==> config.mk <==
export PLATFORM = sky130hd
export DESIGN_NAME = scramble_ctrl_top
export DESIGN_NICKNAME = d
export VERILOG_FILES = /design/src/game_pkg.sv /design/src/video_pkg.sv /design/src/ce_gen.sv /design/src/game_config.sv /design/src/input_mapper.sv /design/src/bg_fetch_ctrl.sv /design/src/bg_mixer.sv /design/src/scramble_ctrl_top.sv
export VERILOG_INCLUDE_DIRS = /design/src /design/src/include
export SDC_FILE = /design/constraint.sdc
export NUM_CORES = 1
export LEC_CHECK = 0
export CAP_MARGIN = 40
export CELL_PAD_IN_SITES_DETAIL_PLACEMENT = 1
export CELL_PAD_IN_SITES_GLOBAL_PLACEMENT = 2
export CORE_UTILIZATION = 39
export DETAILED_ROUTE_END_ITERATION = 10
export DONT_BUFFER_PORTS = 1
export PLACE_DENSITY_LB_ADDON = 0.1
export SYNTH_ARGS = -nofsm -noshare
export SYNTH_HDL_FRONTEND = slang
export SYNTH_SLANG_ARGS = --single-unit
==> constraint.sdc <==
create_clock -name clk_sys -period 3.7 [get_ports clk_sys]
set_input_delay 0.185 -clock clk_sys [delete_from_list [all_inputs] [get_ports clk_sys]]
set_output_delay 0.185 -clock clk_sys [all_outputs]
set_load 0.05 [all_outputs]
==> src/include/scramble_defs.svh <==
`ifndef SCRAMBLE_DEFS_SVH
`define SCRAMBLE_DEFS_SVH

// ======================================================================
// Bus widths
// ======================================================================

// Byte address of the download port
`define SCR_DL_ADDR_W 25

// Word address into the background picture memory
`define SCR_PIC_ADDR_W 24

// ======================================================================
// Download indexes and configuration
// ======================================================================

`define SCR_IDX_GAME 8'd1
`define SCR_IDX_DIP 8'd254
`define SCR_IDX_BG 8'd2

`define SCR_NUM_DIPS 8

// Slow enable divider, reload value N gives a period of N+1 cycles
`define SCR_CE179_RELOAD 13

`endif

==> src/game_pkg.sv <==
`include "scramble_defs.svh"

package game_pkg;

	// Game numbers as sent over download index 1
	typedef enum logic [7:0] {
		scramble = 8'd0,
		amidar   = 8'd1,
		frogger  = 8'd2,
		scobra   = 8'd3,
		tazman   = 8'd4,
		armorcar = 8'd5,
		moonwar  = 8'd6,
		spdcoin  = 8'd7,
		calipso  = 8'd8,
		darkplnt = 8'd9,
		anteater = 8'd10,
		losttomb = 8'd11,
		theend   = 8'd12,
		mars     = 8'd13,
		stratgyx = 8'd14,
		turtles  = 8'd15,
		minefld  = 8'd16,
		rescue   = 8'd17,
		mimonkey = 8'd18
	} game_e;

	// Merged player controls, active high
	typedef struct packed {
		logic       up;
		logic       down;
		logic       left;
		logic       right;
		logic       fire_a;
		logic       fire_b;
		logic       fire_c;
		logic       fire_d;
		logic       fire_e;
		logic       start1;
		logic       start2;
		logic       coin;
		logic [3:0] pad;
	} controls_t;

	// Active-low input port bytes of the game board
	typedef struct packed {
		logic [7:0] pa;
		logic [7:0] pb;
		logic [7:0] pc;
		logic [7:0] pd;
	} ports_t;

	typedef struct packed {
		logic [7:0] hwsel;
		logic       landscape;
		logic       galaxian_video;
		logic       four_fire;
		logic [4:0] pad;
	} profile_t;

	// One write on the download port
	typedef struct packed {
		logic                      wr;
		logic [7:0]                index;
		logic [`SCR_DL_ADDR_W-1:0] addr;
		logic [7:0]                data;
	} dl_write_t;

	typedef logic [`SCR_NUM_DIPS-1:0][7:0] dip_bank_t;

endpackage

==> src/video_pkg.sv <==
`include "scramble_defs.svh"

package video_pkg;

	typedef struct packed {
		logic [7:0] r;
		logic [7:0] g;
		logic [7:0] b;
	} rgb_t;

	// Background word, red sits in the low byte
	typedef struct packed {
		logic [7:0] a;
		logic [7:0] b;
		logic [7:0] g;
		logic [7:0] r;
	} bg_word_t;

	// Video timing from the game core
	typedef struct packed {
		logic hblank;
		logic vblank;
		logic vsync;
	} vid_timing_t;

	// ======================================================================
	// Wishbone classic read request
	// ======================================================================

	// Read-only, so no we and no write data
	typedef struct packed {
		logic                       cyc;
		logic                       stb;
		logic [`SCR_PIC_ADDR_W-1:0] adr;
	} wb_read_t;

endpackage

==> src/ce_gen.sv <==
`timescale 1ns/1ps
`include "scramble_defs.svh"

module ce_gen
(
	input  logic clk_sys,
	input  logic rst,
	output logic ce_12,
	output logic ce_6p,
	output logic ce_6n,
	output logic ce_179
);

	logic [1:0] phase;
	logic [3:0] div179;

	// Fast enables from a free-running two-bit phase
	always_ff @(posedge clk_sys)
	begin
		if (rst)
		begin
			phase <= 2'd0;
			ce_12 <= 1'b0;
			ce_6p <= 1'b0;
			ce_6n <= 1'b0;
		end
		else
		begin
			phase <= phase + 2'd1;
			ce_12 <= phase[0];
			// The two 6 MHz phases sit half a period apart
			ce_6p <= phase[0] & ~phase[1];
			ce_6n <= phase[0] & phase[1];
		end
	end

	// Slow enable, one pulse per reload period
	always_ff @(posedge clk_sys)
	begin
		if (rst)
		begin
			div179 <= 4'(`SCR_CE179_RELOAD);
			ce_179 <= 1'b0;
		end
		else if (div179 == 4'd0)
		begin
			div179 <= 4'(`SCR_CE179_RELOAD);
			ce_179 <= 1'b1;
		end
		else
		begin
			div179 <= div179 - 4'd1;
			ce_179 <= 1'b0;
		end
	end

endmodule

==> src/game_config.sv <==
`timescale 1ns/1ps
`include "scramble_defs.svh"

module game_config
(
	input  logic                  clk_sys,
	input  logic                  rst,
	input  game_pkg::dl_write_t   dl,
	output game_pkg::game_e       game,
	output game_pkg::dip_bank_t   dips,
	output logic                  bg_loaded
);

	localparam int DIP_SEL_W = $clog2(`SCR_NUM_DIPS);

	logic wr_game;
	logic wr_dip;
	logic wr_bg;

	// ======================================================================
	// Download decode
	// ======================================================================

	assign wr_game = dl.wr && (dl.index == `SCR_IDX_GAME);
	// Only the first few addresses of the DIP index carry switch bytes
	assign wr_dip  = dl.wr && (dl.index == `SCR_IDX_DIP) && (dl.addr < `SCR_NUM_DIPS);
	assign wr_bg   = dl.wr && (dl.index == `SCR_IDX_BG);

	// ======================================================================
	// Configuration registers
	// ======================================================================

	always_ff @(posedge clk_sys)
	begin
		if (rst)
		begin
			game      <= game_pkg::scramble;
			dips      <= '1;
			bg_loaded <= 1'b0;
		end
		else
		begin
			if (wr_game)
				game <= game_pkg::game_e'(dl.data);
			if (wr_dip)
				dips[dl.addr[DIP_SEL_W-1:0]] <= dl.data;
			// Any background byte marks the picture as present
			if (wr_bg)
				bg_loaded <= 1'b1;
		end
	end

endmodule

==> src/input_mapper.sv <==
`timescale 1ns/1ps

module input_mapper
(
	input  logic                 clk_sys,
	input  logic                 rst,
	input  game_pkg::game_e      game,
	input  logic                 fire_mode,
	input  game_pkg::dip_bank_t  dips,
	input  game_pkg::controls_t  controls,
	output game_pkg::ports_t     ports,
	output game_pkg::profile_t   profile
);

	game_pkg::ports_t   raw;
	game_pkg::profile_t prof_nxt;

	// ======================================================================
	// Per-game layout table
	// ======================================================================

	always_comb
	begin
		prof_nxt = '0;
		// Scramble layout unless the game overrides it
		raw.pa = ~{controls.coin, 1'b0, controls.left, controls.right,
			controls.fire_a, 1'b0, controls.fire_b, controls.up};
		raw.pb = ~{controls.start1, controls.start2, controls.left, controls.right,
			controls.fire_a, controls.fire_b, 2'b00};
		raw.pc = ~{1'b0, controls.down, 1'b0, controls.up, 3'b000, controls.down};
		raw.pd = 8'hFF;

		case (game)
			game_pkg::frogger:
				prof_nxt.hwsel = 8'd1;
			game_pkg::scobra, game_pkg::armorcar:
				prof_nxt.hwsel = 8'd2;
			game_pkg::tazman:
			begin
				prof_nxt.hwsel = 8'd2;
				raw.pa = ~{controls.coin, 1'b0, controls.left, controls.right,
					controls.down, controls.up, controls.fire_a, controls.fire_b};
				raw.pb = 8'hFF;
				raw.pc = ~{1'b0, controls.start2, 5'b00000, controls.start1};
			end
			game_pkg::spdcoin:
			begin
				prof_nxt.hwsel = 8'd2;
				raw.pa = ~{controls.coin, 1'b0, controls.left, controls.right,
					controls.start2, 1'b0, controls.start1, 1'b0};
				raw.pb = 8'hFF;
				raw.pc = 8'hFF;
			end
			game_pkg::calipso:
			begin
				prof_nxt.hwsel = 8'd3;
				raw.pa = ~{controls.coin, 1'b0, controls.left, controls.right,
					controls.down, controls.up, 1'b0, controls.start2 | controls.fire_a};
				raw.pb = ~{2'b00, controls.left, controls.right, controls.down, controls.up, 2'b00};
				raw.pc = ~{7'b0000000, controls.fire_a | controls.start1};
			end
			game_pkg::anteater:
			begin
				prof_nxt.hwsel = 8'd6;
				raw.pa = ~{controls.coin, 1'b0, controls.left, controls.right,
					controls.down, controls.up, 1'b0, controls.fire_a};
				raw.pb = ~{1'b0, controls.fire_a, controls.left, controls.right,
					controls.up, controls.down, 2'b00};
				raw.pc = ~{1'b0, controls.start2, 5'b00000, controls.start1};
			end
			game_pkg::losttomb:
			begin
				prof_nxt.hwsel     = 8'd7;
				prof_nxt.four_fire = 1'b1;
				raw.pa = ~{controls.coin, 1'b0, controls.left, controls.right,
					controls.down, controls.up, controls.start1, controls.start2};
				// Move+fire mode puts the stick on the second port
				raw.pb = fire_mode ?
					~{1'b0, controls.fire_e | controls.fire_a, controls.left, controls.right,
						controls.down, controls.up, 2'b00} :
					~{1'b0, controls.fire_e, controls.fire_d, controls.fire_a,
						controls.fire_b, controls.fire_c, 2'b00};
				raw.pc = 8'hFF;
			end
			game_pkg::theend:
				prof_nxt.galaxian_video = 1'b1;
			game_pkg::mars:
			begin
				prof_nxt.hwsel     = 8'd10;
				prof_nxt.four_fire = 1'b1;
				if (fire_mode)
				begin
					raw.pa = ~{controls.coin, 1'b0, controls.left, controls.right,
						controls.left, controls.right, 1'b0, controls.up};
					raw.pb = ~{controls.start1, controls.start2, controls.left, controls.right,
						controls.left, controls.right, 2'b00};
					raw.pc = ~{controls.up, controls.down, controls.down, controls.up,
						3'b000, controls.down};
					raw.pd = ~{controls.up, 1'b0, controls.down, 5'b00000};
				end
				else
				begin
					raw.pa = ~{controls.coin, 1'b0, controls.left, controls.right,
						controls.fire_d, controls.fire_a, 1'b0, controls.up};
					raw.pb = ~{controls.start1, controls.start2, controls.left, controls.right,
						controls.fire_d, controls.fire_a, 2'b00};
					raw.pc = ~{controls.fire_c, controls.down, controls.fire_b, controls.up,
						3'b000, controls.down};
					raw.pd = ~{controls.fire_c, 1'b0, controls.fire_b, 5'b00000};
				end
			end
			game_pkg::stratgyx:
			begin
				prof_nxt.hwsel     = 8'd5;
				prof_nxt.landscape = 1'b1;
				raw.pc = ~{controls.fire_c, controls.down, controls.fire_c, controls.up,
					3'b000, controls.down};
			end
			game_pkg::turtles:
			begin
				prof_nxt.hwsel = 8'd11;
				raw.pa = ~{controls.coin, 1'b0, controls.left, controls.right,
					controls.fire_a, 2'b00, controls.up};
				raw.pb = ~{controls.start1, controls.start2, controls.left, controls.right,
					controls.fire_a, 3'b000};
			end
			game_pkg::minefld, game_pkg::rescue:
			begin
				// Same wiring, different board select
				prof_nxt.hwsel     = (game == game_pkg::minefld) ? 8'd8 : 8'd9;
				prof_nxt.four_fire = 1'b1;
				raw.pa = ~{controls.coin, 1'b0, controls.left, controls.right,
					controls.down, controls.up, 1'b0, controls.start1};
				raw.pb = fire_mode ?
					~{2'b00, controls.left, controls.right, controls.down, controls.up, 2'b00} :
					~{2'b00, controls.fire_d, controls.fire_a, controls.fire_b,
						controls.fire_c, 2'b00};
				raw.pc = ~{1'b0, controls.start2, 5'b00000, controls.start1};
			end
			game_pkg::mimonkey:
				prof_nxt.hwsel = 8'd12;
			default:
				prof_nxt.hwsel = 8'd0;
		endcase
	end

	// Output stage, each port byte masked by its DIP byte
	always_ff @(posedge clk_sys)
	begin
		if (rst)
		begin
			ports   <= '1;
			profile <= '0;
		end
		else
		begin
			ports.pa <= raw.pa & dips[0];
			ports.pb <= raw.pb & dips[1];
			ports.pc <= raw.pc & dips[2];
			ports.pd <= raw.pd & dips[3];
			profile  <= prof_nxt;
		end
	end

endmodule

==> src/bg_fetch_ctrl.sv <==
`timescale 1ns/1ps
`include "scramble_defs.svh"

module bg_fetch_ctrl
(
	input  logic                   clk_sys,
	input  logic                   rst,
	input  logic                   ce_pix,
	input  video_pkg::vid_timing_t timing,
	input  logic                   bg_loaded,
	output video_pkg::wb_read_t    wb,
	input  logic                   wb_ack,
	output logic                   latch,
	output logic                   clear
);

	typedef enum logic [1:0] {
		OFF,
		SYNC,
		RUN,
		BUSY
	} state_e;

	state_e                     state;
	logic [`SCR_PIC_ADDR_W-1:0] addr;
	logic                       old_vs;
	logic                       vs_rise;
	logic                       active;

	assign vs_rise = ~old_vs & timing.vsync;
	assign active  = ~(timing.hblank | timing.vblank);

	// ======================================================================
	// Fetch FSM
	// ======================================================================

	always_ff @(posedge clk_sys)
	begin
		if (rst)
		begin
			state  <= OFF;
			addr   <= '0;
			old_vs <= 1'b0;
		end
		else
		begin
			// Vsync is sampled at pixel rate
			if (ce_pix)
				old_vs <= timing.vsync;
			case (state)
				OFF:
					if (bg_loaded)
						state <= SYNC;
				SYNC, RUN:
					if (ce_pix)
					begin
						if (vs_rise)
						begin
							addr  <= '0;
							state <= BUSY;
						end
						else if (state == RUN && active)
						begin
							addr  <= addr + 1'b1;
							state <= BUSY;
						end
					end
				// Pixel enables in here are dropped
				BUSY:
					if (wb_ack)
						state <= RUN;
				default:
					state <= OFF;
			endcase
		end
	end

	assign wb    = '{cyc: (state == BUSY), stb: (state == BUSY), adr: addr};
	assign latch = (state == BUSY) & wb_ack;
	assign clear = (state == OFF);

endmodule

==> src/bg_mixer.sv <==
`timescale 1ns/1ps

module bg_mixer
(
	input  logic                clk_sys,
	input  logic                rst,
	input  logic                latch,
	input  logic                clear,
	input  video_pkg::bg_word_t wb_dat,
	input  video_pkg::rgb_t     fg,
	output video_pkg::rgb_t     pix_out
);

	video_pkg::bg_word_t bg;
	logic                fg_on;

	// Background word, taken on the ack edge
	always_ff @(posedge clk_sys)
	begin
		if (rst)
			bg <= '0;
		else if (clear)
			bg <= '0;
		else if (latch)
			bg <= wb_dat;
	end

	// ======================================================================
	// Overlay
	// ======================================================================

	assign fg_on = (fg != '0);

	// Nonzero alpha lets the picture cover the game
	always_comb
	begin
		if (fg_on && (bg.a == 8'h00))
			pix_out = fg;
		else
			pix_out = '{r: bg.r, g: bg.g, b: bg.b};
	end

endmodule

==> src/scramble_ctrl_top.sv <==
`timescale 1ns/1ps

module scramble_ctrl_top
(
	input  logic                   clk_sys,
	input  logic                   rst,
	input  game_pkg::dl_write_t    dl,
	input  game_pkg::controls_t    controls,
	input  logic                   fire_mode,
	input  video_pkg::vid_timing_t timing,
	input  video_pkg::rgb_t        fg,
	input  logic                   wb_ack,
	input  video_pkg::bg_word_t    wb_dat,
	output game_pkg::ports_t       ports,
	output game_pkg::profile_t     profile,
	output logic                   ce_12,
	output logic                   ce_6p,
	output logic                   ce_6n,
	output logic                   ce_179,
	output video_pkg::wb_read_t    wb,
	output video_pkg::rgb_t        pix_out
);

	game_pkg::game_e     game;
	game_pkg::dip_bank_t dips;
	logic                bg_loaded;
	logic                latch;
	logic                clear;

	// ======================================================================
	// Clocking and configuration
	// ======================================================================

	ce_gen u_ce_gen (
		.clk_sys (clk_sys),
		.rst     (rst),
		.ce_12   (ce_12),
		.ce_6p   (ce_6p),
		.ce_6n   (ce_6n),
		.ce_179  (ce_179)
	);

	game_config u_game_config (
		.clk_sys   (clk_sys),
		.rst       (rst),
		.dl        (dl),
		.game      (game),
		.dips      (dips),
		.bg_loaded (bg_loaded)
	);

	input_mapper u_input_mapper (
		.clk_sys   (clk_sys),
		.rst       (rst),
		.game      (game),
		.fire_mode (fire_mode),
		.dips      (dips),
		.controls  (controls),
		.ports     (ports),
		.profile   (profile)
	);

	// ======================================================================
	// Background path
	// ======================================================================

	// The 6 MHz positive phase is the pixel rate
	bg_fetch_ctrl u_bg_fetch_ctrl (
		.clk_sys   (clk_sys),
		.rst       (rst),
		.ce_pix    (ce_6p),
		.timing    (timing),
		.bg_loaded (bg_loaded),
		.wb        (wb),
		.wb_ack    (wb_ack),
		.latch     (latch),
		.clear     (clear)
	);

	bg_mixer u_bg_mixer (
		.clk_sys (clk_sys),
		.rst     (rst),
		.latch   (latch),
		.clear   (clear),
		.wb_dat  (wb_dat),
		.fg      (fg),
		.pix_out (pix_out)
	);

endmodule

; After elaboration in Yosys (flattened, before gate mapping)
; Cells that the tools add are included.
[op_classes]
n_bitwise = 42
mux = 24
n_eq_ne = 25
n_reduce_logical = 22
addsub = 3
magnitude_cmp = 3
[op_table]
columns = op, count
row1 = inverter 8 bit, 19
row2 = case mux 16 bit (8 select lines), 1
row3 = case mux 8 bit (10 select lines), 1
row4 = 2-to-1 mux 24 bit, 3
row5 = bitwise mux 64 bit, 1
row6 = "== test 8 x 4 -> 1 bit, second input constant", 7
row7 = inverter 7 -> 8 bit, 5
row8 = case mux 8 bit (5 select lines), 1
row9 = AND 8 bit, 4
row10 = 2-to-1 mux 32 bit, 1
row11 = 2-to-1 mux 8 bit, 4
row12 = "less-than comparator 25 x 4 -> 1 bit, second input constant", 1
row13 = "adder 24 x 1 -> 24 bit, second input constant", 1
row14 = demux 8 bit (select 3 bit), 1
row15 = "== test 8 x 2 -> 1 bit, second input constant", 3
row16 = "== test 8 x 3 -> 1 bit, second input constant", 3
row17 = "== test 8 x 5 -> 1 bit, second input constant", 3
row18 = nonzero test 24 bit, 1
row19 = inverter 6 -> 8 bit, 2
row20 = OR reduction 4 bit, 3
row21 = 2-to-1 mux 2 bit, 5
row22 = OR reduction 2 bit, 5
row23 = "== test 8 x 1 -> 1 bit, second input constant", 1
row24 = "== test 8 bit, second input constant", 1
row25 = 22 further kinds, 42
[word_totals]
register_bits = 185
out_inout_bits = 102
inputBits = 121

; Depth between registers and ports, before layout
; Gate-level depths: netlist of run 1.
[depth]
depth_word = 7
ltp_mapped = 8

; Modules after synthesis
; Synthesis of run 1 repeated with hierarchy kept, for this count alone.
[unflattened]
hier_cells = 939
hier_area_um2 = 8770.9
[by_module_without_submodules]
columns = mod, area_per_inst_um2, cells_per_inst, n_inst, seq_area_each_um2
row1 = game_config, 2920.3, 271, 1, 1461.4
row2 = input_mapper, 2043.2, 252, 1, 780.7
row3 = bg_mixer, 1999.4, 224, 1, 640.6
row4 = bg_fetch_ctrl, 1453.9, 158, 1, 540.5
row5 = ce_gen, 354.1, 34, 1, 200.2

; Worst setup path after synthesis of run 1
; Ideal clock, no wire load.
[synth_path]
kind = register -> register
start = reg u_bg_fetch_ctrl.addr[4]
end = reg u_bg_fetch_ctrl.addr[18]
required_ns = 3.572
path_buffers = 1
arrival_time_ns = 1.911
setup_ns = 0.128
stages_incl_launch_ff = 7
path_slack_ns = 1.662
period_less_slack_ns = 2.038
path_cell_list = dfxtp_1 and4_1 nand4_1 clkbuf_1 nor4_1 xnor2_1 nor2_1
[synth_via]
elab_chain_len = 3
[synth_rtl]
columns = element, line_no
row1 = "start, declared", bg_fetch_ctrl.sv:25  ; logic [`SCR_PIC_ADDR_W-1:0] addr;
row2 = "start signal, assigned", bg_fetch_ctrl.sv:64  ; addr <= addr + 1'b1;
row3 = adder 24 x 1 -> 24 bit, bg_fetch_ctrl.sv:64
row4 = 2-to-1 mux 24 bit, bg_fetch_ctrl.sv:62  ; else if (state == RUN && active)
row5 = 2-to-1 mux 24 bit, bg_fetch_ctrl.sv:57  ; if (vs_rise)
; Every way passes these cells. The select of a mux whose other input is x is not followed.
; A chain may end at the register's enable or synchronous reset.

; Worst setup path after layout of run 1
[layout_path]
start = reg u_game_config.game[4]
end = reg, netlist name u_input_mapper.ports[22]
[layout_via]
elab_chain_len = 4
[layout_rtl]
columns = element, line_no
row1 = "start, declared", game_config.sv:9  ; output game_pkg::game_e game,
row2 = "start signal, assigned", game_config.sv:37  ; game <= game_pkg::scramble;
row3 = "start signal, assigned", game_config.sv:44  ; game <= game_pkg::game_e'(dl.data);
row4 = == test 8 x 5 -> 1 bit, input_mapper.sv:33  ; case (game)
row5 = OR reduction 2 bit, input_mapper.sv:33
row6 = case mux 16 bit (8 select lines) (*), input_mapper.sv:33
row7 = AND 8 bit (*), input_mapper.sv:158  ; ports.pb <= raw.pb & dips[1];
; Every way passes the cells marked *; elsewhere a longest branch is shown, timed or not.

==> out/metrics.cfg, run 1 <==
[logic_synthesis]
post_synth_xor_area_fraction_pct=3.20
synth_edf_count=0
main_combinational_cell_family_by_area_after_synthesis=simple AND/OR/NAND/NOR gates
avgSynthCellArea_um2=8.58
synthMuxAreaShare_pct=10.4
yosysWarningCount=0
portion_of_the_post_synthesis_area_used_by_sequential_elements_pct=43.6
post_synth_inst_count=798
mappedNetlistArea_um2=6850
synth-async-reset-ratio_pct=0
yosysUniqueCellTypes=64
top_ff_cell_synth=sky130_fd_sc_hd__dfxtp_1
ys_ff_latch=149
yosys.area_share.simple_pct=23.1
synth_fa_ha_area_share_pct=1.65
synth-compound-area-share_pct=12.1

[power]
power.density_cell_area_nw_per_um2=473
worst_ir_drop_vdd_uv=318
power.total_mw=3.85
power.static_leakage_nw=2.89

[placed_design]
place_inst=984
placement.cell_area_um2=6980
dp_hpwl_mm=14.6
place_congestion=0.888
io_buffers=0
dp_slack_ps=1160

[clocking]
htree_levels=4
clock_latency_ps=430
clock_tree.buffer_depth=2
clk_root_buffer_cell=sky130_fd_sc_hd__clkbuf_16
cts.reportedPaths.clkPinSlew_ps=70
cts.sinks=149
cts-buffers-inserted=17
tritoncts_clock_tree=yes
post_cts_resized=0

[outcome]
outcome=finished, final reports clean

[worst_hold_path]
min_path_type=input pin to flip-flop

[routing]
drt-initial-drc-count=278
routed_wl_mm=20.9
vias=5918
route.detailed.vias_per_inst=5.54
route.detailed.drc=0
drt_first_pass_iters=4
wl_per_cell_um=19.6
route.antenna.remaining_nets=0

[layout]
area.growth.synth_to_final_pct=19.0
layout_commonest_cell=sky130_fd_sc_hd__dfxtp_1
final_core_utilization_pct=47.3
finalInstanceArea_um2=8150
finish.net_count=960
antenna_cells=0
instances_no_fill=1068
post_route_cells_drive_above_1_share_pct=9.96
layout.cells.most_common_list=149 x sky130_fd_sc_hd__dfxtp_1, 101 x sky130_fd_sc_hd__nand2_1, 87 x sky130_fd_sc_hd__nor2_1, 51 x sky130_fd_sc_hd__a21oi_1, 51 x sky130_fd_sc_hd__dlygate4sd3_1

[global_route]
largest_net_degree_at_the_start_of_global_routing=66
grt_antenna_before_repair=0
global_route.overflow_total=0
first_global_vias=6024
grt_util_all_layers_pct=23.0
grt_pass1_wl_mm=32.2

[timing]
final_min_period_over_clock_period_pct=69.4
skew_ps=12.3
timing.final.ws_setup_ps=1130
fin_tns_setup_ps=0
whs_ps=11.1
rsz0062_at_grt=no
timing.fmax_ghz=0.389
report.final.slew_viol_count=0
transition_time_at_the_pin_with_the_least_slew_margin_ps=832
worst_slew_margin_rel_pct=44.4
final_hold_viol_count=0
setup_viol=0
final_period_minus_worst_setup_slack_ps=2570

[worst_setup_path]
timing.critical_path.to_type=flip-flop
arrival_time_at_the_worst_endpoint_ps=2870
cp_max_fo=23
worstPathRequired_ps=4000
critical_path_class=flip-flop to flip-flop
crit_path_start_kind=flip-flop

[die]
floorplan.core_area_um2=17200
total_number_of_placement_rows=48
initial_core_util_pct=39.7
die_x_um=134
ioPinCount=223
die_area_um2=18100
die_h_um=134

[flow_run]
max_cap_viol_count=0

==> timing repair <==
action,4_1_cts,5_1_grt
hold buffers,52,0
hold endpoints to repair,111,0
setup endpoints to repair,0,0
buffers inserted,0,0
==> sequential cells by signal (all words and copies together), names as in the netlist <==
name and count:
u_ce_gen.phase 2, u_ce_gen.ce_6n 1, u_input_mapper.ports 32, u_input_mapper.profile 7
u_ce_gen.div179 4, u_bg_fetch_ctrl.state 2, u_bg_fetch_ctrl.old_vs 1, u_ce_gen.ce_179 1
u_game_config.bg_loaded 1, u_ce_gen.ce_6p 1, u_game_config.dips 32, u_bg_mixer.bg 32
u_bg_fetch_ctrl.addr 24, u_ce_gen.ce_12 1, u_game_config.game 8
==> kinds of logic after synthesis <==
family,after synthesis
XOR/XNOR,25
multiplexers,68
other,1
buffers and inverters,92
adder cells (fa/ha/maj),9
flip-flops,149
AO/OA/AOI/OAI,133
AND/OR/NAND/NOR,321
==> worst max-delay path: stages (launching register included) <==
cell and delay [ps]:
sky130_fd_sc_hd__dfxtp_1 850, sky130_fd_sc_hd__or3b_2 590, sky130_fd_sc_hd__a21oi_1 150, sky130_fd_sc_hd__o21ai_0 310, sky130_fd_sc_hd__a221oi_1 440, sky130_fd_sc_hd__a21oi_1 110
==> layout make-up <==
cell class	count	area, um2
timing repair buffer	63	636
fill	2003	9090
clock buffer	17	425
tap	225	282
clock inverter	15	204
multi-input combinational	565	3490
inverter	34	128
sequential	149	2980
==> per-layer routing <==
layer  vias up  track usage [%]  wire (um)
li1       2829                -          -
met1      2883             27.6       8910
met2       185             40.0      10500
met3        21             6.46       1240
met4         0             6.80        287
met5         -                0          0
==> Yosys cell counts, types with 4 or more instances <==
master	instances	area [um2]
sky130_fd_sc_hd__nand3b_1	4	30.0
sky130_fd_sc_hd__nor2_1	87	327
sky130_fd_sc_hd__nor2b_1	9	56.3
sky130_fd_sc_hd__inv_1	34	128
sky130_fd_sc_hd__nor4_1	23	144
sky130_fd_sc_hd__nor3_1	22	110
sky130_fd_sc_hd__o21ai_0	23	115
sky130_fd_sc_hd__buf_4	13	97.6
sky130_fd_sc_hd__or2_2	4	25.0
sky130_fd_sc_hd__a22oi_1	4	30.0
sky130_fd_sc_hd__o31ai_1	6	45.0
sky130_fd_sc_hd__o22ai_1	5	31.3
sky130_fd_sc_hd__or3_1	6	37.5
sky130_fd_sc_hd__ha_1	9	113
sky130_fd_sc_hd__nand2_1	101	379
sky130_fd_sc_hd__o21a_1	4	30.0
sky130_fd_sc_hd__nand2b_1	9	56.3
sky130_fd_sc_hd__and4_1	4	35.0
sky130_fd_sc_hd__a211oi_1	9	67.6
sky130_fd_sc_hd__nand3_1	18	90.1
sky130_fd_sc_hd__buf_1	5	18.8
sky130_fd_sc_hd__clkbuf_1	33	124
sky130_fd_sc_hd__dfxtp_1	149	2980
sky130_fd_sc_hd__xnor2_1	23	201
sky130_fd_sc_hd__nor3b_1	5	37.5
sky130_fd_sc_hd__a21oi_1	51	255
sky130_fd_sc_hd__a31oi_1	6	37.5
sky130_fd_sc_hd__buf_2	7	35.0
sky130_fd_sc_hd__mux2_2	26	293
sky130_fd_sc_hd__mux2i_1	42	420
sky130_fd_sc_hd__nand4_1	8	50.1
==> final timing paths <==
kind	start	to	slack [ps]	depth (start not counted)
setup / recovery	u_game_config.game[4]	u_input_mapper.ports[22]	1130	5
hold / removal	dl[3]	u_game_config.dips[27]	10	2
setup reg to reg	u_game_config.game[4]	u_input_mapper.ports[22]	1130	5
hold reg to reg	u_game_config.dips[25]	u_input_mapper.ports[1]	420	2
==> power by group <==
group | total, mW | internal [mW] | switching (mW)
Sequential | 1.69 | 1.63 | 0.0596
Clock | 1.77 | 0.928 | 0.838
Combinational | 0.395 | 0.125 | 0.270
No activity file was read; power rests on OpenSTA's default activity.
==> run 2: changes to the inputs <==
CORE_UTILIZATION = 36   (was 39)
clock period = 2.5 ns   (was 3.7 ns; I/O delays follow)
==> out/metrics.cfg, run 2 (synthesis results as in run 1) <==
[outcome]
outcome=finished, final reports clean

[routing]
vias=6134  ; +3.6%
routed_wl_mm=21.8  ; +4.2%
drt_first_pass_iters=4  ; unchanged
drt-initial-drc-count=303  ; +9.0%
route.detailed.drc=0  ; unchanged
wl_per_cell_um=19.3  ; -1.3%
route.detailed.vias_per_inst=5.44  ; -1.8%
route.antenna.remaining_nets=0  ; unchanged

[worst_setup_path]
worstPathRequired_ps=2810  ; -1190 ps
cp_max_fo=19  ; -17%
critical_path_class=flip-flop to flip-flop
crit_path_start_kind=flip-flop
arrival_time_at_the_worst_endpoint_ps=2610  ; -260 ps
timing.critical_path.to_type=flip-flop

[global_route]
largest_net_degree_at_the_start_of_global_routing=71  ; +7.6%
global_route.overflow_total=0  ; unchanged
grt_pass1_wl_mm=34.4  ; +6.9%
gr-usage-met1_pct=26.8  ; -0.76 points
first_global_vias=6537  ; +8.5%
grt_use_met2_pct=39.0  ; -0.98 points
busiest_metal_layer_after_global_routing=met2
met3_usage_pct=5.95  ; -0.51 points
grt_util_all_layers_pct=22.5  ; -0.52 points
grt_antenna_before_repair=0  ; unchanged

[layout]
fillCellCount=2187  ; +9.2%
multiInputGateArea_um2=3490  ; unchanged
finalInstanceArea_um2=8550  ; +5.0%
antenna_cells=0  ; unchanged
finish.net_count=1010  ; +5.2%
layout_top_registers=u_bg_mixer.bg (32), u_game_config.dips (32), u_input_mapper.ports (32)
sequential_cell_area_um2=2980  ; unchanged
layout.cells.most_common_list=149 x sky130_fd_sc_hd__dfxtp_1, 101 x sky130_fd_sc_hd__nand2_1, 87 x sky130_fd_sc_hd__nor2_1, 56 x sky130_fd_sc_hd__dlygate4sd3_1, 56 x sky130_fd_sc_hd__buf_4
area.growth.synth_to_final_pct=24.9
instances_no_fill=1127  ; +5.5%
layout_commonest_cell=sky130_fd_sc_hd__dfxtp_1
final_core_utilization_pct=45.9  ; -1.4 points
post_route_cells_drive_above_1_share_pct=14.4  ; +4.5 points

[clocking]
post_cts_resized=0  ; unchanged
cts.reportedPaths.clkPinSlew_ps=70  ; about the same
cts-buffers-inserted=17  ; unchanged
clock_tree.buffer_depth=2  ; unchanged
cts.sinks=149  ; unchanged
clk_root_buffer_cell=sky130_fd_sc_hd__clkbuf_16
htree_levels=4  ; unchanged
clock_latency_ps=430  ; about the same
tritoncts_clock_tree=yes

[die]
die_x_um=140  ; +4.0%
initial_core_util_pct=36.7  ; -3.0 points
die_area_um2=19600  ; +8.2%
total_number_of_placement_rows=50  ; +4.2%
die_h_um=140  ; +4.0%
floorplan.core_area_um2=18600  ; +8.2%
ioPinCount=223  ; unchanged

[power]
power.static_leakage_nw=3.16  ; +9.2%
power.density_cell_area_nw_per_um2=695  ; +47%
worst_ir_drop_vdd_uv=445  ; +40%
power.total_mw=5.94  ; +54%

[timing]
rsz0062_at_grt=no
final_min_period_over_clock_period_pct=92.1  ; +23 points
setup_viol=0  ; unchanged
fin_tns_setup_ps=0  ; unchanged
worst_slew_margin_rel_pct=42.5  ; -1.9 points
report.final.slew_viol_count=0  ; unchanged
timing.fmax_ghz=0.434  ; +11%
transition_time_at_the_pin_with_the_least_slew_margin_ps=862  ; +29.7 ps
final_hold_viol_count=0  ; unchanged
final_period_minus_worst_setup_slack_ps=2300  ; -265 ps
skew_ps=15.3  ; +3.00 ps

[placed_design]
place_congestion=0.844  ; -4.9%
dp_hpwl_mm=15.1  ; +3.8%
place_inst=1038  ; +5.5%
io_buffers=0  ; unchanged
placement.cell_area_um2=7310  ; +4.8%

[flow_run]
max_cap_viol_count=0  ; unchanged

[worst_hold_path]
min_path_type=input pin to flip-flop

[run 2: changes by cell type in the layout (fill, tap and decap cells not counted), sizes merged]
cell,before,now
dlygate4sd3,51,56
bufinv,0,3
clkinv,9,2
buf,12,57
inv,40,44
[run 2: through the flow]
stage | setup slack (ps) | hold WS, ps
final | 197 | 8.85
after detailed placement | 312 | 212
after global routing | 20.7 | 23.9
after CTS | 220 | 8.79
after floorplan | 462 | 225
after global placement | 304 | 209
[run 2: report_power, final]
group	total [mW]	internal (mW)	switching, mW
clock	2.83	1.64	1.19
combinational	0.609	0.199	0.410
sequential	2.50	2.41	0.0849
[run 2: critical path: stages (launching register included)]
cell                       delay, ps
sky130_fd_sc_hd__dfxtp_1         780
sky130_fd_sc_hd__o21ai_0         240
sky130_fd_sc_hd__and3_1          230
sky130_fd_sc_hd__o31ai_1         320
sky130_fd_sc_hd__buf_4           190
sky130_fd_sc_hd__a21oi_1          90
sky130_fd_sc_hd__a211oi_1        330
[run 2: cell type report]
type                       instances  area share, %
clock inverter                    15           2.63
multi-input combinational        565           40.8
inverter                          34           1.49
clock buffer                      17           4.97
tap                              234           3.42
timing repair buffer             113           11.8
sequential                       149           34.9
[run 2: metal layers]
layer,share of wire (%),routed length [um]
met1,44,9490
met2,50,10800
met3,5.2,1120
met4,1.8,388
met5,0,0
[run 2: repair_timing]
| action | 4_1_cts | 5_1_grt |
|---|---|---|
| hold buffers | 57 | 0 |
| endpoints found under the hold margin | 113 | 0 |
| setup buffers | 0 | 0 |
[run 2: final timing paths]
kind         cells past startpoint  slack [ps]                       end              startpoint
max                              6         200  u_input_mapper.ports[27]   u_game_config.game[2]
min reg2reg                      2         430   u_input_mapper.ports[2]  u_game_config.dips[26]
max reg2reg                      6         200  u_input_mapper.ports[27]   u_game_config.game[2]
min                              3           9  u_input_mapper.ports[14]             controls[5]
